$ cat src/mips_exec_pkg.sv
package mips_exec_pkg;

    ////////////////////////////////////////
    // Address map, byte addresses
    ////////////////////////////////////////

    localparam logic [7:0] ADR_REG_LAST = 8'h7C;   // r31, r0 sits at 0x00
    localparam logic [7:0] ADR_CMD      = 8'h80;   // Write only
    localparam logic [7:0] ADR_HI       = 8'h84;
    localparam logic [7:0] ADR_LO       = 8'h88;
    localparam logic [7:0] ADR_STATUS   = 8'h8C;   // Read only, {illegal, zero}

    // Stack pointer
    localparam logic [4:0]  REG_SP   = 5'd29;
    localparam logic [31:0] SP_RESET = 32'h0000_0200;

    ////////////////////////////////////////
    // Opcodes and command word
    ////////////////////////////////////////

    // Codes 9 to 15 are illegal
    typedef enum logic [3:0] {
        OP_ADD   = 4'd0,
        OP_SUB   = 4'd1,
        OP_AND   = 4'd2,
        OP_OR    = 4'd3,
        OP_SLT   = 4'd4,   // Signed compare
        OP_MULTU = 4'd5,   // {HI, LO} = a * b
        OP_DIVU  = 4'd6,   // HI = rem, LO = quot
        OP_MFHI  = 4'd7,
        OP_MFLO  = 4'd8
    } alu_op_e;

    // Low 19 bits of a write to ADR_CMD
    typedef struct packed {
        alu_op_e    opcode;   // [18:15]
        logic [4:0] rd;       // [14:10]
        logic [4:0] rs;       // [9:5]
        logic [4:0] rt;       // [4:0]
    } exec_cmd_t;

    ////////////////////////////////////////
    // Wishbone classic
    ////////////////////////////////////////

    typedef struct packed {
        logic        cyc;
        logic        stb;
        logic        we;
        logic [7:0]  adr;   // Byte address, word aligned
        logic [31:0] dat;
    } wb_req_t;

    typedef struct packed {
        logic        ack;
        logic [31:0] dat;
    } wb_rsp_t;

    // Bit 0 zero, bit 1 illegal, same layout as the status register
    typedef struct packed {
        logic illegal;
        logic zero;
    } alu_flags_t;

endpackage
$ cat src/regfile.sv
module regfile
    import mips_exec_pkg::*;
(
    input  logic        clock,
    input  logic        reset,
    input  logic [4:0]  rs_idx,
    input  logic [4:0]  rt_idx,
    input  logic [4:0]  bus_idx,
    output logic [31:0] rs_data,
    output logic [31:0] rt_data,
    output logic [31:0] bus_rd_data,
    input  logic        wr_en,
    input  logic [4:0]  wr_idx,
    input  logic [31:0] wr_data
);

    logic [31:0] mem [32];   // r0 slot kept but never written

    ////////////////////////////////////////
    // Write port
    ////////////////////////////////////////

    always_ff @(posedge clock or posedge reset) begin
        if (reset) begin
            for (int i = 0; i < 32; i++) begin
                mem[i] <= '0;
            end
            mem[REG_SP] <= SP_RESET;   // Stack pointer starts at 0x200
        end else if (wr_en && (wr_idx != '0)) begin
            mem[wr_idx] <= wr_data;     // r0 writes dropped
        end
    end

    ////////////////////////////////////////
    // Read ports, combinational
    ////////////////////////////////////////

    // Operand ports for the ALU
    assign rs_data = (rs_idx == '0) ? '0 : mem[rs_idx];
    assign rt_data = (rt_idx == '0) ? '0 : mem[rt_idx];

    // Host port
    assign bus_rd_data = (bus_idx == '0) ? '0 : mem[bus_idx];

endmodule

$ cat config.mk
export PLATFORM = sky130hd
export DESIGN_NAME = regfile
export DESIGN_NICKNAME = d
export VERILOG_FILES = /design/src/mips_exec_pkg.sv /design/src/regfile.sv
export SDC_FILE = /design/constraint.sdc
export NUM_CORES = 2
export LEC_CHECK = 0
export ABC_AREA = 1
export BUFFER_PORTS_ARGS = -buffer_cell sky130_fd_sc_hd__buf_2
export CORE_MARGIN = 1.5
export CORE_UTILIZATION = 40
export DETAILED_ROUTE_END_ITERATION = 16
export PLACE_DENSITY_LB_ADDON = 0.15
export SLEW_MARGIN = 20
export SYNTH_ARGS = -nofsm -noshare
export SYNTH_HDL_FRONTEND = slang
export SYNTH_SLANG_ARGS = --single-unit
$ cat constraint.sdc
create_clock -name clock -period 37.9 [get_ports clock]
set_input_delay 5.685 -clock clock [delete_from_list [all_inputs] [get_ports clock]]
set_output_delay 5.685 -clock clock [all_outputs]
set_load 0.01 [all_outputs]
==> flow_summary.toml <==
[global_routing]
grt_pass1_vias = 70400
grt_pass1_wl_mm = 492
antenna_found_initial = 46
grt_use_total_pct = 39.2
grt_max_degree = 187
grt_overflow_total = 0

[logic_synthesis]
synth.area.top_cells = "dfrtp_1 38%, nand2_1 24%, nand3_1 12%, o21ai_0 10%, clkbuf_1 4.1%"
netlist.area_leader.share_pct = 38.3
synthTopCellsByCount = "4260 x nand2_1, 1656 x nand3_1, 1341 x o21ai_0, 1023 x dfrtp_1, 731 x clkbuf_1"
netlist_instances = 10700
syn_area_per_cell_um2 = 6.23
synth.most_common_cell = "nand2_1"
ys_warn_count = 0
synth-edff-count = 0
synth_area_leader_cell = "dfrtp_1"
synth-compound-area-share_pct = 13.7
syn_nets = 10800
synth_mux_area_share_pct = 0
synth_top_family_by_area = "simple AND/OR/NAND/NOR gates"
ys.flop_type = "dfrtp_1"
yosysSeqAreaShare_pct = 38.3
syn_area_um2 = 66900
synthSimpleGateAreaFrac_pct = 40.6
synthAdderAreaFrac_pct = 0
ys_types = 23
ys_seq_elements = 1024
synthXorXnorAreaFrac_pct = 0
async_flop_share_pct = 100

[worst_setup_path]
r2r_start = "mem[73]"
cp-startpoint = "rt_idx[0]"
cpMostUsedCell = "nand2_1"
critPathLaunchType = "input port"
r2r_slack_ns = 37.06
crit_path_end_kind = "primary output"
critPathTopFamily = "buffers and inverters"
crit_chain = "buf_8, buf_4, buf_4, buf_4, nand2_1, nand3_1, nand3_1, nand2_1, nand2_1, nand3_1, nand2_1, nor2_1, buf_2"
cp.required_ns = 32.22
crit_type = "in2out"
crit_slowest_cell = "buf_4"
arrival_ns = 10.54
path_buf_inv = 5
path_max_fanout = 86
max_stage_delay_ns = 0.85

[floorplanning]
core-area_um2 = 166000
die_area_um2 = 170000
rows = 149
ios = 151
die_h_um = 412
start_util_pct = 40.4
dieWidth_um = 412

[timing]
clock.fmax_mhz = 61.6
fin_crit_sh_pct = 42.8
timing.hold.ws_ns = 0.426
tns_ns = 0
rsz0062_at_grt = "no"
setup_ws_ns = 21.68
skew_ns = 0
slew_viol_final = 0
period_needed_ns = 16.22
slew_headroom_pct = 17.3
worst_pin_slew_ns = 1.24
setup_viol = 0
hold_violations = 0

[cells_and_area]
regMostFlops = "mem"
final_util_pct = 44.1
largest_reg_flops = 1024
stdcell_count = 12600
synthToLayoutAreaGrowth_pct = 9.18
finalInstanceArea_um2 = 73000
nets = 10300
reg.largest.list = "mem (1024)"
drive_gt1_share_pct = 5.73

[hold_path]
hp-class = "reg2reg"
min_from = "mem[999]"

[detailed_routing]
wl_mm = 339
vias = 76100
viasPerCell = 6.06
final_antenna_net_count = 0
drcViolationCount = 0
firstDrtPassIters = 7
wl_per_cell_um = 27.0
drtIter0Drc = 11300

[clock_tree]
cts-resized-gates = 0
worstSkewPairLatency_ns = 0.77
htreeDepth = 4
post-cts-setup-buffer-count = 0
ctsHoldBuffers = 0
cts_inserted_buffers = 132
root_buffer = "clkbuf_16"
clock_path_buffers = 3
tritoncts = "done"
path_clk_slew_ns = 0.06
cts.sinks = 1024

[pwr]
vdd_drop_max_uv = 33.1
power_mw = 3.73
p_leak_nw = 34.6
power_density_nw_per_um2 = 51.0

[flow_run]
cap_violations = 0

[placed_design]
gp_congestion = 0.920
dp_hpwl_mm = 188
io_buffers = 150
place_area_um2 = 68400
dp.cells = 12300
pre_cts_ws_ns = 22.00

[status]
outcome = "completed"
[area by class of cell]
class,count,area [um^2]
Fill cell,17600,92500
Clock buffer,189,3960
Antenna cell,30,75.1
Sequential cell,1024,25600
Tap cell,2189,2740
Multi-Input combinational cell,8448,36600
Clock inverter,44,644
Inverter,322,1280
Timing Repair Buffer,309,2110
[worst paths after layout]
path                               endpoint  cells past startpoint
min in group asynchronous          mem[308]                      2
worst max-delay path            rt_data[24]                     13
worst max register to register      mem[73]                      2
worst min-delay path               mem[999]                      0
max in group asynchronous          mem[974]                      5
worst min register to register     mem[999]                      0
[placed cells by master, fill, tap and decap left out, drive strengths merged, types with 5 or more instances in the layout]
cell type,synthesis,final
a21oi,290,290
buf,209,309
bufinv,0,16
clkbuf,731,189
clkinv,4,24
clkinvlp,0,5
dfrtp,1023,1023
diode,0,30
inv,318,321
nand2,4261,4261
nand3,1656,1656
nor2,733,733
nor3,9,9
o211ai,102,102
o21ai,1394,1394
[layer usage]
layer	wire [um]	track usage, %	share of wire, %	up-vias
met2	139000	57.2	41	5471
met1	128000	50.1	38	35500
met4	24000	24.7	7.1	30
li1	-	-	-	33800
met5	203	0	0.060	-
met3	48000	12.6	14	1227
[cells by family (layout without fill, tap and decap cells)]
| family | after synthesis | in the layout |
|---|---|---|
| compound gates | 1786 | 1786 |
| simple gates | 6662 | 6662 |
| buf+inv | 1262 | 864 |
| flops | 1024 | 1024 |
| other cells | 0 | 30 |
[where the power goes]
part / total [mW] / switching, mW / internal, mW
logic: 0.850 / 0.572 / 0.278
registers: 1.51 / 0.213 / 1.30
clock network: 1.36 / 0.533 / 0.831
(Power assumes the default switching activity.)
