--- src/mips_exec_pkg.sv ---
package mips_exec_pkg;

    ////////////////////////////////////////
    // Address map, byte addresses
    ////////////////////////////////////////

    localparam logic [7:0] ADR_REG_LAST = 8'h7C;   // r31, r0 sits at 0x00
    localparam logic [7:0] ADR_CMD      = 8'h80;   // Write only
    localparam logic [7:0] ADR_HI       = 8'h84;
    localparam logic [7:0] ADR_LO       = 8'h88;
    localparam logic [7:0] ADR_STATUS   = 8'h8C;   // Read only, {illegal, zero}

    // Stack pointer
    localparam logic [4:0]  REG_SP   = 5'd29;
    localparam logic [31:0] SP_RESET = 32'h0000_0200;

    ////////////////////////////////////////
    // Opcodes and command word
    ////////////////////////////////////////

    // Codes 9 to 15 are illegal
    typedef enum logic [3:0] {
        OP_ADD   = 4'd0,
        OP_SUB   = 4'd1,
        OP_AND   = 4'd2,
        OP_OR    = 4'd3,
        OP_SLT   = 4'd4,   // Signed compare
        OP_MULTU = 4'd5,   // {HI, LO} = a * b
        OP_DIVU  = 4'd6,   // HI = rem, LO = quot
        OP_MFHI  = 4'd7,
        OP_MFLO  = 4'd8
    } alu_op_e;

    // Low 19 bits of a write to ADR_CMD
    typedef struct packed {
        alu_op_e    opcode;   // [18:15]
        logic [4:0] rd;       // [14:10]
        logic [4:0] rs;       // [9:5]
        logic [4:0] rt;       // [4:0]
    } exec_cmd_t;

    ////////////////////////////////////////
    // Wishbone classic
    ////////////////////////////////////////

    typedef struct packed {
        logic        cyc;
        logic        stb;
        logic        we;
        logic [7:0]  adr;   // Byte address, word aligned
        logic [31:0] dat;
    } wb_req_t;

    typedef struct packed {
        logic        ack;
        logic [31:0] dat;
    } wb_rsp_t;

    // Bit 0 zero, bit 1 illegal, same layout as the status register
    typedef struct packed {
        logic illegal;
        logic zero;
    } alu_flags_t;

endpackage
--- src/alu.sv ---
module alu
    import mips_exec_pkg::*;
(
    input  logic        clock,
    input  logic        reset,
    input  alu_op_e     op,
    input  logic [31:0] a,            // rs
    input  logic [31:0] b,            // rt
    input  logic        hilo_commit,  // Load MULTU/DIVU result
    input  logic        hi_wr,        // Host write to HI
    input  logic        lo_wr,        // Host write to LO
    input  logic [31:0] bus_data,
    output logic [31:0] result,
    output alu_flags_t  flags,
    output logic [31:0] hi,
    output logic [31:0] lo
);

    logic [63:0] product;   // Full unsigned product
    logic [31:0] quot;
    logic [31:0] rem;
    logic [31:0] hi_next;   // Candidate HI/LO
    logic [31:0] lo_next;
    logic        illegal;

    ////////////////////////////////////////
    // Multiply and divide datapath
    ////////////////////////////////////////

    assign product = 64'(a) * 64'(b);

    // Divide by zero gives 0 and 0
    assign quot = (b == '0) ? '0 : a / b;
    assign rem  = (b == '0) ? '0 : a % b;

    always_comb begin
        case (op)
            OP_MULTU: {hi_next, lo_next} = product;
            OP_DIVU:  {hi_next, lo_next} = {rem, quot};
            default:  {hi_next, lo_next} = {hi, lo};   // Hold
        endcase
    end

    // HI/LO, loaded on commit or by the host
    always_ff @(posedge clock or posedge reset) begin
        if (reset) begin
            hi <= '0;
            lo <= '0;
        end else if (hilo_commit) begin
            hi <= hi_next;
            lo <= lo_next;
        end else begin
            if (hi_wr) hi <= bus_data;
            if (lo_wr) lo <= bus_data;
        end
    end

    ////////////////////////////////////////
    // Result path
    ////////////////////////////////////////

    assign illegal = (op > OP_MFLO);   // Codes 9..15

    always_comb begin
        case (op)
            OP_ADD:  result = a + b;
            OP_SUB:  result = a - b;
            OP_AND:  result = a & b;
            OP_OR:   result = a | b;
            OP_SLT:  result = {31'b0, $signed(a) < $signed(b)};
            OP_MFHI: result = hi;
            OP_MFLO: result = lo;
            default: result = '0;   // MULTU, DIVU and illegal codes
        endcase
    end

    // Flags
    always_comb begin
        flags.illegal = illegal;
        case (op)
            OP_MULTU,
            OP_DIVU: flags.zero = ({hi_next, lo_next} == '0);   // Both halves
            default: flags.zero = !illegal && (result == '0);   // Never set when illegal
        endcase
    end

endmodule

--- config.mk ---
export PLATFORM = sky130hd
export DESIGN_NAME = alu
export DESIGN_NICKNAME = d
export VERILOG_FILES = /design/src/mips_exec_pkg.sv /design/src/alu.sv
export SDC_FILE = /design/constraint.sdc
export NUM_CORES = 2
export LEC_CHECK = 0
export BUFFER_PORTS_ARGS = -buffer_cell sky130_fd_sc_hd__buf_2
export CAP_MARGIN = 30
export CORE_ASPECT_RATIO = 2
export CORE_MARGIN = 3
export CORE_UTILIZATION = 65
export DETAILED_ROUTE_END_ITERATION = 10
export PLACE_DENSITY = 0.84
export SLEW_MARGIN = 5
export SYNTH_ARGS = -nofsm -noshare
export SYNTH_HDL_FRONTEND = slang
export SYNTH_SLANG_ARGS = --single-unit
--- constraint.sdc ---
create_clock -name clock -period 163.8 [get_ports clock]
set_input_delay 16.38 -clock clock [delete_from_list [all_inputs] [get_ports clock]]
set_output_delay 16.38 -clock clock [all_outputs]
set_load 0.01 [all_outputs]
==> impl_results.md, run 1 <==
* Synth Cell Area at 72200 um2
* Die Wd at 242 um
* Post_cts resized at 0
* CTS Buf Count at 9
* Seq cells post-synth at 64
* Dpl hpwl at 310000 um
* Core Rows at 172
* Post-cts hold buffer count at 0
* Global-route wire length before repair at 706000 um
* IO Port Bufs at 202
* Main synth FF type: dfrtp_1
* Largest net degree at the start of global routing at 96
* Synth cell types at 113
* EDFF count, synth at 0
* Initial core utilization at 65.7%
* Post-synthesis cell count at 9669
* Outcome: did not finish
* Post-CTS Setup Bufs at 0
* Vias in the first global route at 96400
* Failed at: global routing
* Net count after synthesis at 11600
* # IOs at 203
* Routability cong. at 1.31
* GRT Util Overall at 80.4%
* CTS Buffer Depth at 2
* Sequential area share after synthesis at 2.22%
* CTS sink cnt at 64
* GRT overflow at 910
* Avg Cell Area, Syn at 7.47 um2
* Dpl ws at 46350 ps
* Clock root buffer: clkbuf_16
* Async S/R FF share, synth at 100%
* Warnings from Yosys at 0
* Chip height at 477 um
* H-tree levels at 3
* Tool Error: [ERROR GRT-0116] Global routing finished with congestion. Check the congestion regions in the DRC Viewer.
-- kinds of logic after synthesis --
family	count (synthesis)	share of synthesized area [%]
buf+inv	1675	8.78
xor+xnor	393	4.76
flops	64	2.22
compound gates	2310	21.6
mux	110	1.61
simple gates	3328	20.7
fa+ha+maj	1789	40.3
-- through the flow --
stage                     cells  instance area (um2)
after detailed placement  11100                75100
after CTS                 11100                75300
after floorplan            9669                72200
after global placement    11100                75000
-- synth_stat cells, drive strengths merged (63+ instances only) --
cell type | count | share of area (%)
a211oi | 120 | 1.3
a31oi | 89 | 0.78
fa | 899 | 25
ha | 890 | 15
xor2 | 169 | 2.0
nor3 | 232 | 1.6
o31ai | 63 | 0.67
buf | 131 | 0.76
nor2 | 824 | 4.3
inv | 1216 | 6.3
o21bai | 68 | 0.71
a21oi | 558 | 3.9
xnor2 | 224 | 2.7
nand4 | 77 | 0.68
nand3 | 160 | 1.1
o211ai | 90 | 0.94
mux2i | 64 | 0.89
or3 | 70 | 0.61
dfrtp | 64 | 2.2
a21o | 174 | 1.8
nand2b | 64 | 0.55
nor4 | 76 | 0.78
o21a | 153 | 1.6
o21ai | 435 | 3.0
clkbuf | 318 | 1.7
nor2b | 92 | 0.80
nand2 | 1465 | 7.6
-- routing by layer --
metal,GRT overflow,global-route usage [%]
met1,13,76.3
met2,482,96.8
met3,19,66.5
met4,396,87.3
met5,0,35.9
==> run 2, diff against run 1 <==
--- a/config.mk
+++ b/config.mk
@@ -7,11 +7,10 @@
 export LEC_CHECK = 0
 export BUFFER_PORTS_ARGS = -buffer_cell sky130_fd_sc_hd__buf_2
 export CAP_MARGIN = 30
-export CORE_ASPECT_RATIO = 2
 export CORE_MARGIN = 3
-export CORE_UTILIZATION = 65
+export CORE_UTILIZATION = 40
 export DETAILED_ROUTE_END_ITERATION = 10
-export PLACE_DENSITY = 0.84
+export PLACE_DENSITY_LB_ADDON = 0.15
 export SLEW_MARGIN = 5
 export SYNTH_ARGS = -nofsm -noshare
 export SYNTH_HDL_FRONTEND = slang
==> run 2 against run 1 <==
  * The run now ends clean
  * Area after synthesis is the same
  * Synthesized cell count is the same
==> impl_results.md, run 2 <==
* Clock latency on the worst-skew pair at 370 ps
* Warnings from Yosys at 0 (unchanged)
* CP required at 147420 ps
* FF-to-FF setup slack at 161050 ps
* Compound-gate portion of the synthesized area at 21.6% (unchanged)
* Most frequent cells in the layout: nand2_1, inv_1, fa_1
* H-tree levels at 3 (unchanged)
* Net count, final at 11600
* Dpl hpwl at 309000 um (-0.34%)
* Worst Setup Start Kind: input port
* Slowest CP cell: a211oi_1
* Hold WC Path Type: reg2reg
* GRT overflow at 0
* Core Rows at 155 (-9.9%)
* Via density at 6.44
* CP max stage delay at 940 ps
* Core region area at 179000 um2
* DIE AREA at 186000 um2
* Crit path from: b[23]
* Min Hold Slack at 712 ps
* Min Tclk post-route at 122250 ps
* Post-Layout Cell Count at 12000
* Async S/R FF share, synth at 100% (unchanged)
* Die Wd at 431 um (+78%)
* Seq cells post-synth at 64 (unchanged)
* Drt initial violations at 8973
* Fin crit share at 74.6%
* Initial antenna violation count at 33
* Signal arrival time at the worst endpoint at 105870 ps
* Dpl ws at 44900 ps (-1450 ps)
* DRT Wirelength at 388000 um
* Most numerous cell in the Yosys netlist: nand2_1
* EDFF count, synth at 0 (unchanged)
* Highest Clock Rate at 0.00818 GHz
* Via Count at 77400
* Clock Skew at 0 ps
* Post-synthesis simple-gate area fraction at 20.7% (unchanged)
* Vias in the first global route at 75300
* CTS sink cnt at 64 (unchanged)
* Initial core utilization at 40.4% (-25 points)
* Post-cts hold buffer count at 0 (unchanged)
* Outcome: complete, no violations
* Crit Path Max Fanout at 41
* DRC viols at 0
* Final setup viols at 0
* Layout cells sized above 1 at 6.97%
* Clock root buffer: clkbuf_16
* CTS Buffer Depth at 2 (unchanged)
* Max-slew violations at 0
* Post-synthesis cell count at 9669 (unchanged)
* Post-detailed-route count of antenna-violating nets at 0
* Main synth FF type: dfrtp_1
* Rel. slew slack at 20.1%
* Worst-margin pin slew at 1200 ps
* Synth Cell Area at 72200 um2 (unchanged)
* Crit path capture: flags[0]
* Sequential area share after synthesis at 2.22% (unchanged)
* Critical path endpoint category: output pin
* Net count after synthesis at 11600 (unchanged)
* Fin Setup TNS at 0 ps
* Most area-hungry cell type in the Yosys netlist: fa_1
* Synth top area cells: fa_1, ha_1, nand2_1
* Synth top cells by count: nand2_1, inv_1, fa_1, ha_1, nor2_1
* RSZ-0062 raised after global routing: no
* Most frequent CP cell: ha_1
* Synthesis-to-finish area growth at 6.22%
* Most common cell after layout, fill and taps aside: nand2_1
* Adder-cell share of the synthesized area at 40.3% (unchanged)
* Global-route wire length before repair at 550000 um
* Top flop regs: hi: 32 flops, lo: 32 flops
* # IOs at 203 (unchanged)
* Mux cell area share after synthesis at 1.61% (unchanged)
* Largest family of logic cells by synthesized area: adder cells
* RR Endpoint: hi[22]
* CTS Buf Count at 9 (unchanged)
* Final worst-path setup slack at 41550 ps
* Post_cts resized at 0 (unchanged)
* IO Port Bufs at 202 (unchanged)
* Post-placement cell count at 12000 (+7.9%)
* Chip height at 431 um (-9.7%)
* Routability cong. at 1.12 (-14%)
* Fillers at 18600
* Avg Cell Area, Syn at 7.47 um2 (unchanged)
* GRT Util Overall at 40.8%
* Total of max-cap violations at 0
* Synth Area in XOR/XNOR at 4.76% (unchanged)
* CTS tree: yes
* Min-delay src: lo[18]
* Final hold violations at 0
* Synth cell types at 113 (unchanged)
* Drt wl/cell at 32.3 um
* Worst r2r src: hi[22]
* Top cell type's share of synthesized area at 24.9% (unchanged)
* Largest net degree at the start of global routing at 73
* DRT Pass-1 Iters at 9
* Reg clk slew, reported paths at 70 ps
* Critical Setup Path Class: in2out
* Post-CTS Setup Bufs at 0 (unchanged)
* R2R depth at 5
run 2: cell counts after synthesis:
No cell type changed its count.
run 2: final cells by class:
| cell class | count | area (um2) | area share (%) |
|---|---|---|---|
| Clock buffer | 9 | 225 | 0.293 |
| Antenna cell | 13 | 32.5 | 0.0424 |
| Sequential cell | 64 | 1600 | 2.09 |
| Inverter | 1226 | 4600 | 6.00 |
| Tap cell | 2355 | 2950 | 3.84 |
| Multi-Input combinational cell | 7930 | 64500 | 84.0 |
| Timing Repair Buffer | 428 | 2760 | 3.59 |
| Clock inverter | 7 | 104 | 0.135 |
run 2: routing by layer:
metal / routed length (um) / track usage, % / vias to the layer above
li1: - / - / 33100
met1: 148000 / 51.1 / 38200
met2: 162000 / 60.7 / 4843
met3: 39900 / 8.84 / 1316
met4: 38200 / 32.1 / 16
met5: 124 / 0 / -
run 2: how the worst min path moves through the flow:
stage,endpoint,cells past startpoint
finish,lo[18],1
global route,lo[18],1
CTS,lo[18],1
detailed placement,lo[18],1
global placement,lo[18],1
floorplan,lo[2],2
run 2: per-stage QoR:
| stage | utilization (%) | area [um2] |
|---|---|---|
| finish | 42.9 | 76700 |
| global route | 42.9 | 76700 |
| CTS | 42.8 | 76600 |
| detailed placement | 42.6 | 76300 |
| global placement | 42.6 | 76200 |
| floorplan | - | 72200 |
run 2: cells by family (layout without fill, tap and decap cells):
group / Yosys count / in the layout
fa+ha+maj: 1789 / 1789
flops: 64 / 64
other cells: 0 / 13
buf+inv: 1675 / 1670
compound gates: 2310 / 2310
simple gates: 3328 / 3328
xor+xnor: 393 / 393
mux: 110 / 110
run 2: worst max-delay path: cells and delay by family:
family / cells / cell delay (ps)
fa+ha+maj: 31 / 10420
buf+inv: 27 / 6440
simple gates: 86 / 25940
compound gates: 133 / 43470
mux: 6 / 2740
Power of run 2 is left out: the tool's default activity adds up to more than one toggle a clock period on the data nets, which glitch-free logic cannot reach.
