$ cat config.mk
export PLATFORM = sky130hd
export DESIGN_NAME = exec_ctrl
export DESIGN_NICKNAME = d
export VERILOG_FILES = /design/src/mips_exec_pkg.sv /design/src/exec_ctrl.sv
export SDC_FILE = /design/constraint.sdc
export NUM_CORES = 1
export LEC_CHECK = 0
export ABC_AREA = 1
export BUFFER_PORTS_ARGS = -buffer_cell sky130_fd_sc_hd__buf_2
export CELL_PAD_IN_SITES_DETAIL_PLACEMENT = 1
export CELL_PAD_IN_SITES_GLOBAL_PLACEMENT = 1
export CORE_AREA = 4 4 128 130
export DETAILED_ROUTE_END_ITERATION = 6
export DIE_AREA = 0 0 132 134
export PLACE_DENSITY_LB_ADDON = 0.25
export SYNTH_ARGS = -nofsm -noshare
export SYNTH_HDL_FRONTEND = slang
export SYNTH_SLANG_ARGS = --single-unit
export TNS_END_PERCENT = 5
$ cat constraint.sdc
create_clock -name clock -period 3.6 [get_ports clock]
set_clock_uncertainty 0.1 [all_clocks]
set_input_delay 0.18 -clock clock [delete_from_list [all_inputs] [get_ports clock]]
set_output_delay 0.18 -clock clock [all_outputs]
set_load 0.03 [all_outputs]
$ cat src/mips_exec_pkg.sv
package mips_exec_pkg;

    ////////////////////////////////////////
    // Address map, byte addresses
    ////////////////////////////////////////

    localparam logic [7:0] ADR_REG_LAST = 8'h7C;   // r31, r0 sits at 0x00
    localparam logic [7:0] ADR_CMD      = 8'h80;   // Write only
    localparam logic [7:0] ADR_HI       = 8'h84;
    localparam logic [7:0] ADR_LO       = 8'h88;
    localparam logic [7:0] ADR_STATUS   = 8'h8C;   // Read only, {illegal, zero}

    // Stack pointer
    localparam logic [4:0]  REG_SP   = 5'd29;
    localparam logic [31:0] SP_RESET = 32'h0000_0200;

    ////////////////////////////////////////
    // Opcodes and command word
    ////////////////////////////////////////

    // Codes 9 to 15 are illegal
    typedef enum logic [3:0] {
        OP_ADD   = 4'd0,
        OP_SUB   = 4'd1,
        OP_AND   = 4'd2,
        OP_OR    = 4'd3,
        OP_SLT   = 4'd4,   // Signed compare
        OP_MULTU = 4'd5,   // {HI, LO} = a * b
        OP_DIVU  = 4'd6,   // HI = rem, LO = quot
        OP_MFHI  = 4'd7,
        OP_MFLO  = 4'd8
    } alu_op_e;

    // Low 19 bits of a write to ADR_CMD
    typedef struct packed {
        alu_op_e    opcode;   // [18:15]
        logic [4:0] rd;       // [14:10]
        logic [4:0] rs;       // [9:5]
        logic [4:0] rt;       // [4:0]
    } exec_cmd_t;

    ////////////////////////////////////////
    // Wishbone classic
    ////////////////////////////////////////

    typedef struct packed {
        logic        cyc;
        logic        stb;
        logic        we;
        logic [7:0]  adr;   // Byte address, word aligned
        logic [31:0] dat;
    } wb_req_t;

    typedef struct packed {
        logic        ack;
        logic [31:0] dat;
    } wb_rsp_t;

    // Bit 0 zero, bit 1 illegal, same layout as the status register
    typedef struct packed {
        logic illegal;
        logic zero;
    } alu_flags_t;

endpackage
$ cat src/exec_ctrl.sv
module exec_ctrl
    import mips_exec_pkg::*;
(
    input  logic        clock,
    input  logic        reset,
    input  wb_req_t     wb_req,
    output wb_rsp_t     wb_rsp,
    // Register file
    output logic [4:0]  rs_idx,
    output logic [4:0]  rt_idx,
    output logic [4:0]  bus_idx,
    input  logic [31:0] rs_data,
    input  logic [31:0] rt_data,
    input  logic [31:0] bus_rd_data,
    output logic        wr_en,
    output logic [4:0]  wr_idx,
    output logic [31:0] wr_data,
    // ALU
    output alu_op_e     op,
    output logic        hilo_commit,
    output logic        hi_wr,
    output logic        lo_wr,
    input  logic [31:0] result,
    input  logic [31:0] hi,
    input  logic [31:0] lo,
    input  alu_flags_t  flags
);

    typedef enum logic [1:0] {
        IDLE,   // Waiting for cyc & stb
        EXEC,   // Command in flight
        ACK     // ack high for one cycle
    } state_e;

    state_e      state;
    exec_cmd_t   cmd_q;      // Captured command
    alu_flags_t  flags_q;    // Status register
    logic [31:0] rd_dat_q;   // Read data, valid with ack
    logic [31:0] bus_dat;
    logic        req;        // New transfer seen in IDLE
    logic        sel_reg;
    logic        sel_cmd;
    logic        sel_hi;
    logic        sel_lo;
    logic        sel_status;
    logic        writes_rd;
    logic        writes_hilo;
    logic        exec_ok;    // EXEC with a legal opcode

    ////////////////////////////////////////
    // Bus decode
    ////////////////////////////////////////

    assign req        = (state == IDLE) && wb_req.cyc && wb_req.stb;
    assign sel_reg    = (wb_req.adr <= ADR_REG_LAST);
    assign sel_cmd    = (wb_req.adr == ADR_CMD);
    assign sel_hi     = (wb_req.adr == ADR_HI);
    assign sel_lo     = (wb_req.adr == ADR_LO);
    assign sel_status = (wb_req.adr == ADR_STATUS);
    assign bus_idx    = wb_req.adr[6:2];   // Word index

    // Read mux, unmapped and write-only addresses read zero
    always_comb begin
        bus_dat = '0;
        if (sel_reg)    bus_dat = bus_rd_data;
        if (sel_hi)     bus_dat = hi;
        if (sel_lo)     bus_dat = lo;
        if (sel_status) bus_dat = 32'(flags_q);
    end

    ////////////////////////////////////////
    // Command decode
    ////////////////////////////////////////

    assign rs_idx = cmd_q.rs;
    assign rt_idx = cmd_q.rt;
    assign op     = cmd_q.opcode;

    always_comb begin
        writes_rd   = 1'b0;
        writes_hilo = 1'b0;
        case (cmd_q.opcode)
            OP_ADD, OP_SUB, OP_AND, OP_OR, OP_SLT,
            OP_MFHI, OP_MFLO: writes_rd = 1'b1;
            OP_MULTU, OP_DIVU: writes_hilo = 1'b1;
            default: ;   // Illegal, nothing written
        endcase
    end

    assign exec_ok = (state == EXEC) && !flags.illegal;

    // Regfile write port shared by host writes and results
    assign wr_en   = (req && wb_req.we && sel_reg) || (exec_ok && writes_rd);
    assign wr_idx  = (state == EXEC) ? cmd_q.rd : bus_idx;
    assign wr_data = (state == EXEC) ? result : wb_req.dat;

    assign hilo_commit = exec_ok && writes_hilo;
    assign hi_wr       = req && wb_req.we && sel_hi;
    assign lo_wr       = req && wb_req.we && sel_lo;

    ////////////////////////////////////////
    // Sequencer
    ////////////////////////////////////////

    always_ff @(posedge clock or posedge reset) begin
        if (reset) begin
            state   <= IDLE;
            cmd_q   <= '0;
            flags_q <= '0;
        end else begin
            case (state)
                IDLE: begin
                    if (req && wb_req.we && sel_cmd) begin
                        cmd_q <= exec_cmd_t'(wb_req.dat[$bits(exec_cmd_t)-1:0]);
                        state <= EXEC;
                    end else if (req) begin
                        state <= ACK;   // Single cycle access
                    end
                end
                EXEC: begin
                    flags_q <= flags;   // Latched even for illegal codes
                    state   <= ACK;
                end
                ACK:     state <= IDLE;
                default: state <= IDLE;
            endcase
        end
    end

    // Sampled at request, held through EXEC
    always_ff @(posedge clock) begin
        if (req) rd_dat_q <= bus_dat;
    end

    assign wb_rsp = '{ack: (state == ACK), dat: rd_dat_q};

endmodule

==> metrics.yaml, run 1 <==
status: "finished with violations"
failing_checks: "hold timing"
whs_ns: -0.0297
cts.hold.buffers_added: 0
avgSynthCellArea_um2: 8.63
start_kind: "register"
post-route-period-util: 0.651
area_delta_synth_final_pct: 46.0
worst_slew_pin_slew_ns: 0.935
drive_gt1_frac: 0.521
die-height_um: 134
coreArea_um2: 15100
tns_ns: 0
post-synth-top-area-fraction: 0.285
async_reset_ff_frac: 0.418
cts_inserted_buffers: 5
worst_setup_path_category: "register to output pin"
routed_wirelength_um: 13500
maxSlewHeadroom: 0.375
insertedDiodeCount: 0
route.detailed.wl_per_inst_um: 16.6
detail_route.drc_violations: 0
global_route_usage_over_all_layers: 0.149
port-buffer-count: 267
initial_core_util: 0.223
finalWeightedCongestion: 0.793
grt_antenna_before_repair: 0
critical_path.slowest_cell: "dfrtp_1"
p_leak_nw: 2.55
nNetsFinal: 864
worst_setup_path_end_kind: "output pin"
grt_max_degree: 68
fillCellCount: 1876
minimum_clock_period_ns: 2.34
clock_power_share: 0.375
postSynthRegisterBits: 55
syn-num-nets: 630
synth.yosys.warnings: 0
route.vias.total: 3723
fmax_mhz: 427
gr-total-overflow: 0
synth.yosys.seq_area_share: 0.455
cell_internal_power_w: 0.00122
viasPerCell: 4.57
setup_violations: 0
insertion_delay_ns: 0.29
power.share.combinational: 0.201
route.antenna.remaining_nets: 0
worst_ep_arrival_time_ns: 2.06
final_hold_viol_count: 23
peakVddDrop_v: 0.000157
p_per_area_nw_per_um2: 335
placementRows: 45
grt_pass1_vias: 4104
timing.final.max_slew_violations: 0
initialDrtViolationCount: 113
fp.dieArea_um2: 17700
worst_path_cell_trace: "nand2_2 -> buf_4 -> mux2_2 -> buf_2"
synth_enable_flop_cells: 32
power.net_switching_w: 0.000428
power.switching_fraction: 0.260
rsz0062_at_grt: "false"
seq_power_share: 0.424
synth_ff_type: "edfxtp_1"
yosysTopAreaCell: "edfxtp_1"
final-instance-count-excl-fill: 814
number_of_i_o_pins: 332
synthMostInstantiatedCell: "nand3_1"
synth.lib_cells_used.distinct: 21
cts_root_buf: "clkbuf_16"
grt_first_pass_wirelength_um: 21300
post_cts.repair.setup_buffers: 0
cts_tree: "yes"
timing.critical_path.slowest_cell_delay_ns: 0.41
fp.dieW_um: 132
place_inst: 806
cts_resized: 0
synth.cell_area_um2: 3370
drt-pass1-iter-count: 4
synth_area_leaders: "edfxtp_1 (28%), nand3_1 (22%), dfrtp_1 (17%), mux2_2 (11%), nand2_1 (6.3%)"
timing.critical_path.required_ns: 3.32
hpwl_um: 10600
clk_path_buf_depth: 2
ys_top_cells_by_count: "nand3_1 (151), nand2_1 (57), mux2_2 (33)"
hold_class: "input port to async pin"
drv.max_cap_violation_count: 0
cp_max_fo: 23
htreeDepth: 2
clock_transition_at_path_regs_ns: 0.07
synthesis.instances: 391
clock_sinks: 55
total_chip_power_w: 0.00165
[sequential cells by signal, indices dropped and copies added, names as in the netlist]
signal    count
cmd_q         5
flags_q       2
op            4
rd_dat_q     32
rs_idx        5
rt_idx        5
state         2
[per-stage QoR]
step / instance area [um^2] / util / setup WS [ns]
floorplan: 3370 / - / 1.06
global placement: 4740 / 0.313 / 1.56
detailed placement: 4740 / 0.313 / 1.52
CTS: 4930 / 0.325 / 1.20
global route: 4930 / 0.325 / 1.11
finish: 4930 / 0.325 / 1.26
[power groups by stage]
stage          registers, W  clock network, W  logic [W]
2_1_floorplan      0.000744                 0   0.000146
5_1_grt            0.000701          0.000673   0.000361
4_1_cts            0.000699          0.000647   0.000338
6_report           0.000699          0.000618   0.000331
3_5_place_dp       0.000713                 0   0.000336
3_3_place_gp       0.000712                 0   0.000331
[placed cells by master (no fill, tap or decap), drive strengths merged, types with 3 or more instances in the layout]
master  synthesis  routed
inv            15      15
dfrtp          23      23
buf            41     275
edfxtp         32      32
mux2           33      33
nor2           18      18
nand2          58      58
nand3         151     151
a21oi           6       6
nor3            3       3
clkbuf          7       6
[final cells by class]
cell class / count / area [um^2] / share of cell area
multi-input cells: 273 / 1510 / 0.307
inverters: 15 / 56.3 / 0.0114
flip-flops and latches: 55 / 1540 / 0.312
clock buffers: 6 / 129 / 0.0262
clock inverters: 2 / 60.1 / 0.0122
well taps: 188 / 235 / 0.0478
repair buffers: 275 / 1400 / 0.283
[critical path, delay by kind of cell (launching register included)]
| family | cells | cell delay (ns) |
|---|---|---|
| buffers and inverters | 2 | 0.56 |
| DFF | 1 | 0.41 |
| and+or+nand+nor | 1 | 0.40 |
| muxes | 1 | 0.39 |
[per-layer routing]
layer | GRT usage | wire, um | vias to the layer above
met2 | 0.279 | 6980 | 161
met4 | 0.0333 | 108 | 0
met5 | 0 | 0 | -
met1 | 0.165 | 5300 | 1744
met3 | 0.0458 | 1090 | 7
li1 | - | - | 1811
[final timing paths]
path	startpoint	to	slack, ns	cells past startpoint
worst max register to register	state[0]	state[1]	1.63	5
max in group asynchronous	reset	flags_q[0]	2.88	2
worst min-delay path	reset	rs_idx[0]	-0.03	2
min in group clock	wb_req[5]	rs_idx[0]	0.03	3
worst min register to register	rs_idx[2]	rs_idx[2]	0.37	2
worst max-delay path	state[0]	wr_data[20]	1.26	4
[cells by family after synthesis]
logic type,count (synthesis),share of synthesized area
simple gates,234,0.324
buf+inv,63,0.102
mux,33,0.110
flops,55,0.455
compound gates,6,0.00890
(Power assumes the default switching activity.)
==> run 2, diff against run 1 <==
Clock period 3.6 ns to 2.2 ns, I/O delays scaled along.
==> run 2 against run 1 <==
  * The flow now finishes without violations
  * Global-route usage increased by 0.16 points
  * Die area stayed put
  * Flip-flop and latch count unchanged
  * Total power increased by 53%
  * Sequential share of layout area shrank 1.4 points
  * Register-to-register slack got worse by 1.0 ns
  * Sequential power up 63%
  * Critical path type unchanged
==> metrics.yaml, run 2 (synthesis results as in run 1) <==
status: "completed"  # was finished with violations
number_of_i_o_pins: 332  # unchanged
viasPerCell: 4.57  # about the same
worst_path_cell_trace: "nand2_2 -> buf_12 -> mux2_2 -> buf_2"  # was nand2_2 -> buf_4 -> mux2_2 -> buf_2
worst_setup_path_category: "register to output pin"  # unchanged
placed_cell_area_um2: 4800  # was 4740 um^2
setup_violations: 0  # unchanged
p_leak_nw: 2.64  # was 2.55 nW
worst_slew_pin_slew_ns: 0.930  # was 0.935 ns
maxSlewHeadroom: 0.379  # was 0.375
route.antenna.remaining_nets: 0  # unchanged
drv.max_cap_violation_count: 0  # unchanged
grt_pass1_vias: 4113  # was 4104
clk_path_buf_depth: 2  # unchanged
timing.critical_path.required_ns: 1.99  # was 3.32 ns
timing.hold.worst_endpoint: "rd_dat_q[16]"
routed_wirelength_um: 13900  # was 13500 um
detail_route.drc_violations: 0  # unchanged
worst_ep_arrival_time_ns: 1.86  # was 2.06 ns
power.net_switching_w: 0.000729  # was 0.000428 W
power.share.combinational: 0.230  # was 0.201
minimum_clock_period_ns: 2.07
port-buffer-count: 267  # unchanged
clock_transition_at_path_regs_ns: 0.07  # about the same
p_per_area_nw_per_um2: 490  # was 335 nW/um^2
design_area_um2: 5150  # was 4930 um^2
peakVddDrop_v: 0.000273  # was 0.000157 V
reg2reg_depth: 5  # unchanged
nNetsFinal: 889  # was 864
grt_max_degree: 43  # was 68
reg2reg_setup_slack_ns: 0.58  # was 1.63 ns
coreArea_um2: 15100  # unchanged
cts_root_buf: "clkbuf_16"  # unchanged
dpl_worst_slack_ns: 0.440  # was 1.52 ns
tns_ns: 0  # unchanged
initial_core_util: 0.223  # unchanged
cts_resized: 0  # unchanged
hold_path_startpoint: "bus_rd_data[16]"
post_cts.repair.setup_buffers: 0  # unchanged
cp_max_fo: 29  # was 23
power.switching_fraction: 0.289  # was 0.260
cell_internal_power_w: 0.00179  # was 0.00122 W
post-route-period-util: 0.940
seq_power_share: 0.453  # was 0.424
layout.cells.most_common: "buf_2"  # unchanged
crit_family: "buffers and inverters"  # unchanged
cts.hold.buffers_added: 21  # was 0
start_kind: "register"  # unchanged
die-height_um: 134  # unchanged
hold_path_depth: 3
fmax_mhz: 484
drive_gt1_frac: 0.507  # was 0.521
worst_setup_path_end_kind: "output pin"  # unchanged
area_delta_synth_final_pct: 52.6  # was 46.0%
insertedDiodeCount: 0  # unchanged
insertion_delay_ns: 0.30  # was 0.29 ns
hpwl_um: 10700  # was 10600 um
grt_first_pass_wirelength_um: 21500  # was 21300 um
finalCoreUtilization: 0.340  # was 0.325
route.detailed.wl_per_inst_um: 16.5  # was 16.6 um
buf_inv_stages_crit_path: 2  # unchanged
fp.dieW_um: 132  # unchanged
final_hold_viol_count: 0  # was 23
global_route_usage_over_all_layers: 0.150  # was 0.149
clock_power_share: 0.317  # was 0.375
timing.critical_path.slowest_cell_delay_ns: 0.41  # about the same
gr-total-overflow: 0  # unchanged
critical_path.slowest_cell: "dfrtp_1"  # unchanged
hold_class: "input port to register"  # was input port to async pin
final.setup.worst_slack_ns: 0.133  # was 1.26 ns
finalWeightedCongestion: 0.773  # was 0.793
htreeDepth: 2  # unchanged
most-common-layout-cells: "buf_2 (267), nand3_1 (151), nand2_1 (57)"  # unchanged
cts_tree: "yes"  # unchanged
rsz0062_at_grt: "false"  # unchanged
fp.dieArea_um2: 17700  # unchanged
initialDrtViolationCount: 85  # was 113
drt-pass1-iter-count: 4  # unchanged
cts_inserted_buffers: 5  # unchanged
largest-register: "rd_dat_q"  # unchanged
clock_sinks: 55  # unchanged
largest_register_ffs: 32  # unchanged
timing.final.max_slew_violations: 0  # unchanged
grt_antenna_before_repair: 0  # unchanged
placementRows: 45  # unchanged
regToRegStartpoint: "state[0]"  # unchanged
route.vias.total: 3834  # was 3723
r2r_end: "cmd_q[14]"  # was state[1]
[run 2: cell types whose count changed in the layout (fill, tap and decap cells not counted)]
cell           before  now
buf_4               8   10
clkinvlp_4          0    1
clkinvlp_2          0    1
nor3_2              1    0
dlygate4sd3_1       0   21
bufinv_16           2    0
buf_12              0    2
nor3_4              0    1
[run 2: power by group through the flow]
stage          clock, W  combinational, W  sequential [W]
2_1_floorplan         0          0.000240         0.00122
3_3_place_gp          0          0.000551         0.00116
3_5_place_dp          0          0.000558         0.00117
4_1_cts        0.000844          0.000588         0.00114
5_1_grt        0.000877          0.000629         0.00115
6_report       0.000799          0.000581         0.00114
[run 2: per-layer routing]
metal,GRT usage,part of all wire,wire (um),vias to the layer above
met4,0.0426,0.021,286,0
met3,0.0555,0.085,1190,19
li1,-,-,-,1864
met1,0.160,0.38,5280,1774
met2,0.279,0.51,7120,177
met5,0,0,0,-
[run 2: through the flow]
stage	std cells	total power, W	hold slack [ns]
floorplan	391	0.00146	0.0119
global placement	810	0.00171	0.250
detailed placement	810	0.00172	0.257
CTS	839	0.00258	0.00623
global route	839	0.00265	0.0203
finish	839	0.00252	0.0191
[run 2: how the worst max path moves through the flow]
| stage | startpoint | to | slack (ns) | cells after the start |
|---|---|---|---|---|
| 2_1_floorplan | state[0] | rd_dat_q[0] | 0.20 | 2 |
| 3_3_place_gp | state[0] | wr_data[11] | 0.46 | 4 |
| 3_5_place_dp | state[0] | wr_data[11] | 0.44 | 4 |
| 4_1_cts | state[0] | wr_data[11] | 0.10 | 4 |
| 5_1_grt | state[1] | hilo_commit | 0.02 | 6 |
| 6_report | state[0] | wr_data[11] | 0.13 | 4 |
[run 2: layout make-up]
type / instances / area (um^2)
inverters: 15 / 56.3
fillers: 1866 / 10000
clock inverters: 2 / 12.5
multi-input cells: 273 / 1520
flip-flops and latches: 55 / 1540
repair buffers: 300 / 1660
well taps: 188 / 235
clock buffers: 6 / 129
[run 2: worst reg2reg max path, stage by stage (launching register included)]
cell	delay, ns
dfrtp_1	0.41
or2_1	0.29
nor3_4	0.25
buf_4	0.31
nand3_1	0.13
nand2_1	0.08
==> run 3, diff against run 2 <==
Settings changed: ABC_AREA 1 to not set.
==> run 3 against run 2 <==
  * Cell count is 4.6% lower
  * Total power grew 5.5%
  * Core utilization rose by 1.9 points
  * Synthesized cell count decreased by 12%
  * Die area unchanged
  * Sequential power hardly changed
  * Setup slack got worse by 0.078 ns
  * Maximum frequency down 3.6%
  * Critical path depth rose by 2
  * Clock-buffer cell count shrank 1
  * Global-route usage increased by 1.2 points
==> metrics.yaml, run 3 <==
port-buffer-count: 267  # unchanged
post-route-period-util: 0.975  # was 0.940
drive_gt1_frac: 0.633  # was 0.507
p_per_area_nw_per_um2: 489  # was 490 nW/um^2
ys_top_cells_by_count: "nand2_1 (62), mux2_2 (39), edfxtp_1 (32)"  # was nand3_1 (151), nand2_1 (57), mux2_2 (33)
synth.lib_cells_used.distinct: 30  # was 21
worst_setup_path_category: "input port to output pin"  # was register to output pin
clk_path_buf_depth: 2  # unchanged
drt-pass1-iter-count: 4  # unchanged
final.setup.worst_slack_ns: 0.0544  # was 0.133 ns
reg2reg_setup_slack_ns: 0.15  # was 0.58 ns
area_delta_synth_final_pct: 53.8  # was 52.6%
most-common-layout-cells: "buf_2 (267), nand2_1 (62), mux2_2 (39)"  # was buf_2 (267), nand3_1 (151), nand2_1 (57)
fmax_mhz: 466  # was 484 MHz
rsz0062_at_grt: "false"  # unchanged
synth_enable_flop_cells: 32  # unchanged
cts_resized: 0  # unchanged
avgSynthCellArea_um2: 10.3  # was 8.63 um^2
post-synth-top-area-fraction: 0.272  # was 0.285
synth.cell_area_um2: 3540  # was 3370 um^2
cts_tree: "yes"  # unchanged
cts_root_buf: "clkbuf_16"  # unchanged
viasPerCell: 4.60  # was 4.57
async_reset_ff_frac: 0.418  # unchanged
htreeDepth: 2  # unchanged
synthMostInstantiatedCell: "nand2_1"  # was nand3_1
reg2reg_depth: 5  # unchanged
fp.dieW_um: 132  # unchanged
nNetsFinal: 849  # was 889
hold_path_depth: 3  # unchanged
worst_setup_path_end_kind: "output pin"  # unchanged
synth_area_leaders: "edfxtp_1 (27%), dfrtp_1 (16%), mux2_2 (12%), mux2_4 (7.6%), a22oi_1 (6.6%)"  # was edfxtp_1 (28%), nand3_1 (22%), dfrtp_1 (17%), mux2_2 (11%), nand2_1 (6.3%)
hold_path_startpoint: "lo[13]"  # was bus_rd_data[16]
route.antenna.remaining_nets: 0  # unchanged
detail_route.drc_violations: 0  # unchanged
finalWeightedCongestion: 0.777  # was 0.773
layout.cells.most_common: "buf_2"  # unchanged
timing.hold.worst_endpoint: "rd_dat_q[13]"  # was rd_dat_q[16]
tns_ns: 0  # unchanged
insertion_delay_ns: 0.31  # was 0.30 ns
initial_core_util: 0.234  # was 0.223
die-height_um: 134  # unchanged
dpl_worst_slack_ns: -0.159  # was 0.440 ns
synth_ff_type: "edfxtp_1"  # unchanged
route.detailed.wl_per_inst_um: 18.5  # was 16.5 um
peakVddDrop_v: 0.000259  # was 0.000273 V
routed_wirelength_um: 14800  # was 13900 um
grt_first_pass_wirelength_um: 23200  # was 21500 um
worst_slew_pin_slew_ns: 0.872  # was 0.930 ns
grt_pass1_vias: 4133  # was 4113
clock_sinks: 55  # unchanged
status: "completed"  # unchanged
synth.yosys.warnings: 0  # unchanged
maxSlewHeadroom: 0.418  # was 0.379
minimum_clock_period_ns: 2.15  # was 2.07 ns
synthesis.instances: 343  # was 391
hpwl_um: 11200  # was 10700 um
coreArea_um2: 15100  # unchanged
r2r_end: "op[3]"  # was cmd_q[14]
gr-total-overflow: 0  # unchanged
synth.yosys.seq_area_share: 0.434  # was 0.455
grt_antenna_before_repair: 2  # was 0
setup_violations: 0  # unchanged
regToRegStartpoint: "state[1]"  # was state[0]
cts_inserted_buffers: 5  # unchanged
initialDrtViolationCount: 116  # was 85
start_kind: "input port"  # was register
final_hold_viol_count: 0  # unchanged
syn-num-nets: 582  # was 630
placementRows: 45  # unchanged
fp.dieArea_um2: 17700  # unchanged
route.vias.total: 3681  # was 3834
worst_ep_arrival_time_ns: 1.94  # was 1.86 ns
p_leak_nw: 2.72  # was 2.64 nW
timing.final.max_slew_violations: 0  # unchanged
largest_register_ffs: 32  # unchanged
cp_max_fo: 33  # was 29
fillCellCount: 1801  # was 1866
hold_class: "input port to register"  # unchanged
global_route_usage_over_all_layers: 0.163  # was 0.150
clock_transition_at_path_regs_ns: 0.08  # was 0.07 ns
number_of_i_o_pins: 332  # unchanged
drv.max_cap_violation_count: 0  # unchanged
timing.critical_path.required_ns: 1.99  # about the same
largest-register: "rd_dat_q"  # unchanged
yosysTopAreaCell: "edfxtp_1"  # unchanged
grt_max_degree: 44  # was 43
postSynthRegisterBits: 55  # unchanged
[run 3: cell count changes after synthesis, sizes merged, moves of 3 or more]
cell and change:
nor3 -3, clkbuf +18, inv -10, nand3b +3, mux2 +24, nand2 +4
or2 +29, a22oi +31, buf -20, nor2 -17, nand3 -151, a21oi +25
[run 3: critical path, stage by stage]
cell and delay (ns):
buf_2 0.10, or4_4 0.53, or3b_4 0.39, buf_4 0.24, nor4_1 0.28, buf_2 0.26
[run 3: how the worst max path moves through the flow]
stage | startpoint | endpoint | slack, ns | cells after the start
after floorplan | state[0] | cmd_q[10] | -0.90 | 5
after global placement | wb_req[33] | op[3] | -0.15 | 6
after detailed placement | wb_req[33] | rt_idx[2] | -0.16 | 6
after CTS | wb_req[33] | hi_wr | 0.05 | 6
after global routing | wb_req[33] | hi_wr | 0.01 | 6
final | wb_req[33] | hi_wr | 0.05 | 6
[run 3: cells by family after synthesis]
kind of cell / count (synthesis) / share of synthesized area
DFF: 55 / 0.434
muxes: 59 / 0.206
and+or+nand+nor: 106 / 0.150
AOI/OAI and AO/OA: 71 / 0.129
buffers and inverters: 51 / 0.0785
xor gates and xnor gates: 1 / 0.00248
[run 3: what timing repair did]
| item | 4_1_cts | 5_1_grt |
|---|---|---|
| buffers inserted | 0 | 0 |
| hold buffers | 23 | 0 |
| hold endpoints to repair | 45 | 0 |
[run 3: power by group]
part / switching, W / leakage, nW / internal (W) / total (W)
sequential: 0.0000116 / 0.626 / 0.00113 / 0.00114
clock: 0.000434 / 0.0767 / 0.000438 / 0.000871
combinational: 0.000367 / 2.02 / 0.000280 / 0.000647
[run 3: layout make-up]
class                      instances  area, um^2  share of cell area
clock buffer                       5         125              0.0230
antenna                            1        2.50            0.000460
timing repair buffer             306        1720               0.317
clock inverter                     3        26.3             0.00483
multi-input combinational        237        1770               0.326
sequential                        55        1540               0.282
tap                              188         235              0.0432
inverter                           5        18.8             0.00345
[run 3: stage by stage]
stage / hold slack, ns / total power (W) / cell area (um^2) / util / std cells
after floorplan: 0.0119 / 0.00149 / 3560 / - / 343
after global placement: 0.232 / 0.00178 / 5060 / 0.334 / 768
after detailed placement: 0.243 / 0.00179 / 5060 / 0.334 / 768
after CTS: 0.0160 / 0.00271 / 5440 / 0.359 / 799
after global routing: 0.0310 / 0.00279 / 5440 / 0.359 / 800
final: 0.0308 / 0.00266 / 5440 / 0.359 / 800
[run 3: layer usage]
layer	vias to the layer above	routed length [um]	global-route usage
met1	1728	5730	0.186
met3	19	1410	0.0596
met5	-	13	0
met4	2	269	0.0461
li1	1737	-	-
met2	195	7350	0.286
